## src/logic/gameCtrlPkg.sv

```systemverilog
/*
 * Controller types shared by the FSM, the datapath and the result stage.
 * State codes follow the debug encoding seen on dbState (0x0 to 0xF,
 * with 0xD unused).
 */
package gameCtrlPkg;

    // FSM states, value is what dbState shows
    typedef enum logic [3:0] {
        idle       = 4'h0,
        initGame   = 4'h1,
        roundStart = 4'h2,
        showEntry  = 4'h3,
        showWait   = 4'h4,
        showNext   = 4'h5,
        playStart  = 4'h6,
        playWait   = 4'h7,
        latchPlay  = 4'h8,
        compare    = 4'h9,
        won        = 4'hA,
        nextPlay   = 4'hB,
        nextRound  = 4'hC,
        lost       = 4'hE,
        timedOut   = 4'hF
    } gameState;

    // Commands from the FSM to the datapath
    typedef struct packed {
        logic zeroAddr;
        logic countAddr;
        logic zeroShow;
        logic countShow;
        logic zeroRound;
        logic countRound;
        logic zeroTime;
        logic countTime;
        logic loadPlay;
        logic zeroPlay;
        logic loadLevel;
    } ctrlBus;

    // Conditions from the datapath back to the FSM
    typedef struct packed {
        logic showDone;
        logic addrEqRound;
        logic lastRound;
        logic playCorrect;
        logic timeUp;
        logic timedLevel;
    } statusBus;

    typedef enum logic [1:0] {
        none    = 2'd0,
        win     = 2'd1,
        loss    = 2'd2,
        timeout = 2'd3
    } outcome;

endpackage

```

## src/logic/gameDataPkg.sv

```systemverilog
/*
 * Data types of the game for key codes, the sequence index and key events.
 * The sequence holds at most 16 entries, so one 4-bit index serves as
 * both entry address and round number.
 */
package gameDataPkg;

    // Key index as used for the button and LED bits
    typedef logic [1:0] keyCode;

    // Sequence entry address and round number (0 to 15)
    typedef logic [3:0] seqAddr;

    // --------------------------------------------------
    // Key event from the button decoder
    // --------------------------------------------------
    // valid pulses for one cycle per press
    // code keeps the last pressed key between events
    typedef struct packed {
        logic   valid;
        keyCode code;
    } keyEvent;

endpackage
```

## src/logic/memoryGameTop.sv

```systemverilog
/*
 * Sequence-memory game top level. Buttons must be debounced and
 * synchronous to clock. showTicks sets cycles per shown entry (held
 * showTicks+2 cycles), playTicks the cycles allowed per play.
 */
`timescale 1ns/1ps

module memoryGameTop #(
    parameter int showTicks = 1000,
    parameter int playTicks = 5000
) (
    input  logic                  clock,
    input  logic                  reset,
    input  logic                  iniciar,
    input  logic                  nivelTempo,
    input  logic                  nivelJogadas,
    input  logic [3:0]            buttons,
    output logic [3:0]            leds,
    output logic                  acertou,
    output logic                  errou,
    output logic                  timeout,
    output logic                  pronto,
    output logic                  vezJogador,
    output gameCtrlPkg::gameState dbState
);

    gameDataPkg::keyEvent  keyEvt;
    gameCtrlPkg::ctrlBus   ctrl;
    gameCtrlPkg::statusBus status;
    gameCtrlPkg::outcome   endCode;
    gameDataPkg::keyCode   showCode;
    logic                  showing;
    logic                  playerTurn;

    playDecode decode (
        .clock   (clock),
        .reset   (reset),
        .buttons (buttons),
        .key     (keyEvt)
    );

    gameControl control (
        .clock      (clock),
        .reset      (reset),
        .iniciar    (iniciar),
        .status     (status),
        .key        (keyEvt),
        .ctrl       (ctrl),
        .showing    (showing),
        .playerTurn (playerTurn),
        .endCode    (endCode),
        .dbState    (dbState)
    );

    gameDatapath #(
        .showTicks (showTicks),
        .playTicks (playTicks)
    ) execute (
        .clock        (clock),
        .reset        (reset),
        .ctrl         (ctrl),
        .key          (keyEvt),
        .nivelTempo   (nivelTempo),
        .nivelJogadas (nivelJogadas),
        .status       (status),
        .showCode     (showCode)
    );

    gameResult result (
        .clock      (clock),
        .reset      (reset),
        .showing    (showing),
        .playerTurn (playerTurn),
        .showCode   (showCode),
        .buttons    (buttons),
        .endCode    (endCode),
        .leds       (leds),
        .acertou    (acertou),
        .errou      (errou),
        .timeout    (timeout),
        .pronto     (pronto),
        .vezJogador (vezJogador)
    );

endmodule

```

## src/logic/gameResult.sv

```systemverilog
/*
 * Outcome flags and LED drive. Flags and pronto decode endCode with no
 * register; the LED register lags its inputs by one cycle.
 * LED priority: show, then button echo, then end pattern.
 */
`timescale 1ns/1ps

module gameResult (
    input  logic                clock,
    input  logic                reset,
    input  logic                showing,
    input  logic                playerTurn,
    input  gameDataPkg::keyCode showCode,
    input  logic [3:0]          buttons,
    input  gameCtrlPkg::outcome endCode,
    output logic [3:0]          leds,
    output logic                acertou,
    output logic                errou,
    output logic                timeout,
    output logic                pronto,
    output logic                vezJogador
);

    logic [3:0] ledNext;

    always_comb begin
        if (showing) begin
            ledNext = 4'b0001 << showCode;
        end else if (playerTurn) begin
            ledNext = buttons;
        end else begin
            unique case (endCode)
                gameCtrlPkg::win:     ledNext = 4'b1111;
                gameCtrlPkg::loss,
                gameCtrlPkg::timeout: ledNext = 4'b1010;
                default:              ledNext = 4'b0000;
            endcase
        end
    end

    always_ff @(posedge clock or posedge reset) begin
        if (reset) begin
            leds <= 4'b0000;
        end else begin
            leds <= ledNext;
        end
    end

    assign acertou    = (endCode == gameCtrlPkg::win);
    assign errou      = (endCode == gameCtrlPkg::loss);
    assign timeout    = (endCode == gameCtrlPkg::timeout);
    assign pronto     = (endCode != gameCtrlPkg::none);
    assign vezJogador = playerTurn;

endmodule

```

## src/logic/gameDatapath.sv

```systemverilog
/*
 * Game datapath: counters, fixed sequence table, play register, levels.
 * Counters update one cycle after their command. showDone rises at
 * showTicks, timeUp at playTicks; the play timer saturates there.
 */
`timescale 1ns/1ps

module gameDatapath #(
    parameter int showTicks = 1000,
    parameter int playTicks = 5000
) (
    input  logic                  clock,
    input  logic                  reset,
    input  gameCtrlPkg::ctrlBus   ctrl,
    input  gameDataPkg::keyEvent  key,
    input  logic                  nivelTempo,
    input  logic                  nivelJogadas,
    output gameCtrlPkg::statusBus status,
    output gameDataPkg::keyCode   showCode
);

    localparam int showWidth = $clog2(showTicks + 1);
    localparam int timeWidth = $clog2(playTicks + 1);

    gameDataPkg::seqAddr addr;
    gameDataPkg::seqAddr round;
    logic [showWidth-1:0] showCount;
    logic [timeWidth-1:0] timeCount;
    gameDataPkg::keyCode  playReg;
    gameDataPkg::keyCode  seqEntry;
    logic                 levelTimed;
    logic                 levelLong;

    // --------------------------------------------------
    // Counters and registers
    // --------------------------------------------------
    always_ff @(posedge clock or posedge reset) begin
        if (reset) begin
            addr       <= '0;
            round      <= '0;
            showCount  <= '0;
            timeCount  <= '0;
            playReg    <= '0;
            levelTimed <= 1'b0;
            levelLong  <= 1'b0;
        end else begin
            if (ctrl.zeroAddr) begin
                addr <= '0;
            end else if (ctrl.countAddr) begin
                addr <= addr + 4'd1;
            end
            if (ctrl.zeroRound) begin
                round <= '0;
            end else if (ctrl.countRound) begin
                round <= round + 4'd1;
            end
            if (ctrl.zeroShow) begin
                showCount <= '0;
            end else if (ctrl.countShow) begin
                showCount <= showCount + 1'b1;
            end
            if (ctrl.zeroTime) begin
                timeCount <= '0;
            end else if (ctrl.countTime && !status.timeUp) begin
                timeCount <= timeCount + 1'b1;
            end
            if (ctrl.zeroPlay) begin
                playReg <= '0;
            end else if (ctrl.loadPlay) begin
                playReg <= key.code;
            end
            if (ctrl.loadLevel) begin
                levelTimed <= nivelTempo;
                levelLong  <= nivelJogadas;
            end
        end
    end

    // Fixed sequence 0,1,2,3,2,1,0,3,1,1,2,2,3,0,0,3
    always_comb begin
        unique case (addr)
            4'd0, 4'd6, 4'd13, 4'd14:        seqEntry = 2'd0;
            4'd1, 4'd5, 4'd8, 4'd9:          seqEntry = 2'd1;
            4'd2, 4'd4, 4'd10, 4'd11:        seqEntry = 2'd2;
            default:                         seqEntry = 2'd3;
        endcase
    end

    assign showCode = seqEntry;

    // --------------------------------------------------
    // Status to the FSM
    // --------------------------------------------------
    assign status.showDone    = (showCount == showWidth'(showTicks));
    assign status.timeUp      = (timeCount == timeWidth'(playTicks));
    assign status.addrEqRound = (addr == round);
    assign status.lastRound   = (round == (levelLong ? 4'd15 : 4'd3));
    assign status.playCorrect = (playReg == seqEntry);
    assign status.timedLevel  = levelTimed;

endmodule

```

## src/logic/gameControl.sv

```systemverilog
/*
 * Game control FSM (Moore). All commands and flags decode the state only.
 * Key events outside playWait are ignored. An end state holds until the
 * next iniciar strobe.
 */
`timescale 1ns/1ps

module gameControl (
    input  logic                  clock,
    input  logic                  reset,
    input  logic                  iniciar,
    input  gameCtrlPkg::statusBus status,
    input  gameDataPkg::keyEvent  key,
    output gameCtrlPkg::ctrlBus   ctrl,
    output logic                  showing,
    output logic                  playerTurn,
    output gameCtrlPkg::outcome   endCode,
    output gameCtrlPkg::gameState dbState
);

    gameCtrlPkg::gameState state;
    gameCtrlPkg::gameState nextState;

    always_ff @(posedge clock or posedge reset) begin
        if (reset) begin
            state <= gameCtrlPkg::idle;
        end else begin
            state <= nextState;
        end
    end

    // --------------------------------------------------
    // Next state
    // --------------------------------------------------
    always_comb begin
        nextState = state;
        unique case (state)
            gameCtrlPkg::idle: begin
                if (iniciar) begin
                    nextState = gameCtrlPkg::initGame;
                end
            end
            gameCtrlPkg::initGame:   nextState = gameCtrlPkg::roundStart;
            gameCtrlPkg::roundStart: nextState = gameCtrlPkg::showEntry;
            gameCtrlPkg::showEntry:  nextState = gameCtrlPkg::showWait;
            gameCtrlPkg::showWait: begin
                // Last entry of the round also gets its full show time
                if (status.showDone) begin
                    nextState = status.addrEqRound ? gameCtrlPkg::playStart
                                                   : gameCtrlPkg::showNext;
                end
            end
            gameCtrlPkg::showNext:   nextState = gameCtrlPkg::showEntry;
            gameCtrlPkg::playStart:  nextState = gameCtrlPkg::playWait;
            gameCtrlPkg::playWait: begin
                if (status.timedLevel && status.timeUp) begin
                    nextState = gameCtrlPkg::timedOut;
                end else if (key.valid) begin
                    nextState = gameCtrlPkg::latchPlay;
                end
            end
            gameCtrlPkg::latchPlay:  nextState = gameCtrlPkg::compare;
            gameCtrlPkg::compare: begin
                if (!status.playCorrect) begin
                    nextState = gameCtrlPkg::lost;
                end else if (!status.addrEqRound) begin
                    nextState = gameCtrlPkg::nextPlay;
                end else if (status.lastRound) begin
                    nextState = gameCtrlPkg::won;
                end else begin
                    nextState = gameCtrlPkg::nextRound;
                end
            end
            gameCtrlPkg::nextPlay:   nextState = gameCtrlPkg::playWait;
            gameCtrlPkg::nextRound:  nextState = gameCtrlPkg::roundStart;
            gameCtrlPkg::won,
            gameCtrlPkg::lost,
            gameCtrlPkg::timedOut: begin
                if (iniciar) begin
                    nextState = gameCtrlPkg::initGame;
                end
            end
            default:                 nextState = gameCtrlPkg::idle;
        endcase
    end

    // --------------------------------------------------
    // Moore outputs
    // --------------------------------------------------
    always_comb begin
        ctrl            = '0;
        ctrl.zeroPlay   = (state == gameCtrlPkg::idle);
        ctrl.loadLevel  = (state == gameCtrlPkg::initGame);
        ctrl.zeroRound  = (state == gameCtrlPkg::initGame);
        ctrl.zeroAddr   = (state == gameCtrlPkg::roundStart) || (state == gameCtrlPkg::playStart);
        ctrl.countAddr  = (state == gameCtrlPkg::showNext) || (state == gameCtrlPkg::nextPlay);
        ctrl.zeroShow   = (state == gameCtrlPkg::showEntry);
        ctrl.countShow  = (state == gameCtrlPkg::showWait);
        ctrl.countRound = (state == gameCtrlPkg::nextRound);
        ctrl.zeroTime   = (state == gameCtrlPkg::playStart) || (state == gameCtrlPkg::nextPlay);
        ctrl.countTime  = (state == gameCtrlPkg::playWait);
        ctrl.loadPlay   = (state == gameCtrlPkg::latchPlay);
    end

    assign showing    = (state == gameCtrlPkg::showEntry) || (state == gameCtrlPkg::showWait);
    assign playerTurn = (state == gameCtrlPkg::playWait);

    always_comb begin
        unique case (state)
            gameCtrlPkg::won:      endCode = gameCtrlPkg::win;
            gameCtrlPkg::lost:     endCode = gameCtrlPkg::loss;
            gameCtrlPkg::timedOut: endCode = gameCtrlPkg::timeout;
            default:               endCode = gameCtrlPkg::none;
        endcase
    end

    assign dbState = state;

endmodule

```

## src/logic/playDecode.sv

```systemverilog
/*
 * Button decoder. Buttons must be clean and synchronous to clock.
 * An event fires one cycle after the buttons go from all released to
 * exactly one pressed; chords of two or more keys are ignored.
 */
`timescale 1ns/1ps

module playDecode (
    input  logic                 clock,
    input  logic                 reset,
    input  logic [3:0]           buttons,
    output gameDataPkg::keyEvent key
);

    logic [3:0]          prevButtons;
    logic                oneHot;
    logic                pressEdge;
    gameDataPkg::keyCode pressedCode;

    // Exactly one bit set
    assign oneHot = (buttons != 4'b0000) && ((buttons & (buttons - 4'd1)) == 4'b0000);

    assign pressEdge = oneHot && (prevButtons == 4'b0000);

    always_comb begin
        unique case (buttons)
            4'b0010: pressedCode = 2'd1;
            4'b0100: pressedCode = 2'd2;
            4'b1000: pressedCode = 2'd3;
            default: pressedCode = 2'd0;
        endcase
    end

    always_ff @(posedge clock or posedge reset) begin
        if (reset) begin
            prevButtons <= 4'b0000;
            key         <= '0;
        end else begin
            prevButtons <= buttons;
            key.valid   <= pressEdge;
            // Code held so the FSM can still read it in latchPlay
            if (pressEdge) begin
                key.code <= pressedCode;
            end
        end
    end

endmodule

```

## config.mk

```make
export PLATFORM = sky130hd
export DESIGN_NAME = memoryGameTop
export DESIGN_NICKNAME = d
export VERILOG_FILES = /design/src/logic/gameCtrlPkg.sv /design/src/logic/gameDataPkg.sv /design/src/logic/memoryGameTop.sv /design/src/logic/gameResult.sv /design/src/logic/gameDatapath.sv /design/src/logic/gameControl.sv /design/src/logic/playDecode.sv
export SDC_FILE = /design/constraint.sdc
export NUM_CORES = 1
export LEC_CHECK = 0
export BUFFER_PORTS_ARGS = -buffer_cell sky130_fd_sc_hd__buf_2
export CORE_MARGIN = 2
export CORE_UTILIZATION = 65
export CTS_CLUSTER_DIAMETER = 60
export CTS_CLUSTER_SIZE = 12
export DETAILED_ROUTE_END_ITERATION = 10
export GPL_TIMING_DRIVEN = 0
export PLACE_DENSITY = 0.85
export SETUP_SLACK_MARGIN = 0.2
export SLEW_MARGIN = 20
export SYNTH_ARGS = -nofsm -noshare
export SYNTH_HDL_FRONTEND = slang
export SYNTH_SLANG_ARGS = --single-unit
```

## constraint.sdc

```tcl
create_clock -name clock -period 3.7 [get_ports clock]
set_input_delay 0.555 -clock clock [delete_from_list [all_inputs] [get_ports clock]]
set_output_delay 0.555 -clock clock [all_outputs]
set_load 0.02 [all_outputs]
```

==> flow_summary.ini <==
[setup_path]
crit_required_ps = 3140
worstPathMaxFanout = 10
crit_chain = buf_6, clkbuf_1, nor3_1, buf_2
rrSetupSlack_ps = 1420
setup.worst_path.class = flop to output pin
worst-path-stages = 4
arrival_ps = 1800
worst-path-buf-inv = 3
r2r_end = control.dbState[0]
cp_slowest_stage_delay_ps = 480
crit_slowest_cell = nor3_1
crit_family = buffers and inverters
end_kind = output pin
rr_worst_depth = 7
reg2reg_from = execute.addr[1]
start_kind = flop

[die]
dieArea_mm2 = 0.00502
die_y_um = 70.8
start_util = 0.672
coreArea_mm2 = 0.00432
rows = 24
fp.dieW_um = 70.8
io-pin-count = 22

[timing]
fmax_mhz = 424
tns_ps = 0
period_minus_slack_ps = 2360
rsz0062_at_grt = no
worstMarginPinSlew_ps = 506
setup_viol = 0
period_share = 0.637
skew_ps = 12.8
slew_violations = 0
slew_headroom = 0.653
final_hold_viol_count = 0

[run]
max_cap_violations = 0

[route]
met3_length_um = 326
avgRoutedWirePerCell_um = 15.5
routed.top_layer = met4
drtAntennaViolNets = 0
wl_mm = 6.26
drc_errors = 0
m1WireLength_mm = 2.76
drt_iter0_drc = 226
wl_met2_mm = 3.11
avgViaCountPerCell = 6.14
vias = 2473
firstDrtPassIters = 4

[synthesis]
synth.most_common_cell = dfrtp_1
yosysTopAreaCell = dfrtp_1
ys_ff_latch = 50
synth_warnings = 0
synth-edff-count = 0
synth_fp_nets = 336
synthCells = 321
yosys-top-cells-count = dfrtp_1 (50), nor2_1 (49), nand2_1 (27), o21ai_0 (23), a21oi_1 (21)
syn_avg_cell_area_um2 = 9.05
ys_types = 57
synth_top_flop_cell = dfrtp_1
yosysTopAreaCellShare = 0.431
async_flop_share = 1.00
ys_top_cells_by_area = dfrtp_1 (43%), nor2_1 (6.3%), xor2_1 (4.5%)
seq_area_frac_synth = 0.431
syn_area_mm2 = 0.00290

[layout]
drive_gt1_frac = 0.140
final_cells = 403
diodes = 0
nets = 365
areaGrowthSynthToFinish_pct = 10.0
nFillCells = 326

[global_route]
grt-ovfl-total = 0
grt_pass1_wl_mm = 10.8
antenna_found_initial = 0
grt_pass1_vias = 2376
grt_max_degree = 32
grtUsageTotal = 0.268

[clock_tree]
insertion_delay_ps = 310
clockBufferDepth = 2
hold_buffers = 0
cts.sinks = 50
tritoncts = yes
clkTransAtPathRegs_ps = 100
cts_root_buf = clkbuf_8
cts_buffers = 5
cts_resized = 0
post_cts_buffers = 0
htree_levels = 2

[hold_path]
hold_path_class = input port to async pin

[status]
status = finished clean

[power]
leakage_uw = 0.00138
power.density_mw_per_mm2 = 598
ir_drop_v = 0.000422

[place]
port_buffers = 21
dp.final_hpwl_mm = 4.52
gp_congestion = 0.939
dp_cells = 395
cells by family after synthesis:
kind of cell,share of synthesized area
AOI/OAI and AO/OA,0.162
xor gates and xnor gates,0.0754
adders and majority gates,0.0259
buffers and inverters,0.0388
DFF,0.431
muxes,0.0254
and+or+nand+nor,0.242
cells in the final DEF (no fill, tap or decap), types with 6 or more instances in the layout:
cell,netlist,routed
o21ai_0,23,23
inv_1,9,8
clkbuf_1,9,9
nor3_1,8,8
xor2_1,15,15
nand2_1,27,27
a211oi_1,6,6
clkbuf_8,0,6
ha_1,6,6
and2_1,6,6
dfrtp_1,50,50
xnor2_1,10,10
nand4_1,8,8
a21oi_1,21,21
nand3_1,8,8
nor2_1,49,49
buf_2,3,24
layout make-up:
class | instances | area, µm² | area share
clock buffer | 6 | 82.6 | 0.0259
buffer | 15 | 75.1 | 0.0235
inverter | 10 | 37.5 | 0.0118
multi-input combinational | 246 | 1540 | 0.482
tap | 52 | 65.1 | 0.0204
timing repair buffer | 22 | 125 | 0.0392
clock inverter | 2 | 17.5 | 0.00548
sequential | 50 | 1250 | 0.392
metal layers:
metal	global-route usage	vias to the layer above
li1	-	1206
met1	0.354	1185
met2	0.442	74
met3	0.0527	8
met4	0.0943	0
met5	0	-
stage by stage:
stage                     setup slack, ps  power (µW)  utilization  hold WS (ps)  cell area, µm²
after floorplan                      1740        1330            -           468            2900
after global routing                 1280        2020        0.739           280            3190
final                                1340        1910        0.739           242            3190
after CTS                            1360        1900        0.739           259            3190
after global placement               1370        1530        0.711           486            3070
after detailed placement             1470        1550        0.716           512            3090
how the worst max path moves through the flow:
| stage | from | slack [ps] | to |
|---|---|---|---|
| CTS | control.dbState[0] | 1360 | acertou |
| global route | control.dbState[2] | 1280 | vezJogador |
| floorplan | control.dbState[0] | 1740 | acertou |
| global placement | reset | 1370 | execute.addr[2] |
| detailed placement | execute.addr[1] | 1470 | control.dbState[0] |
| finish | control.dbState[0] | 1340 | acertou |
power breakdown:
part           switching, µW  internal [µW]  total [µW]
clock                    191            154         345
combinational            561            318         879
sequential              60.5            626         687
total                    812           1100        1910
flip-flops by register name, indices dropped and copies added (netlist names):
| register | cells |
|---|---|
| control.dbState | 4 |
| decode.prevButtons | 4 |
| execute.levelLong | 1 |
| execute.round | 4 |
| execute.showCount | 10 |
| result.leds | 4 |
| execute.timeCount | 13 |
| execute.playReg | 2 |
| execute.addr | 4 |
| decode.key | 3 |
| execute.levelTimed | 1 |
Note: power is estimated with default switching activity, not from simulation.
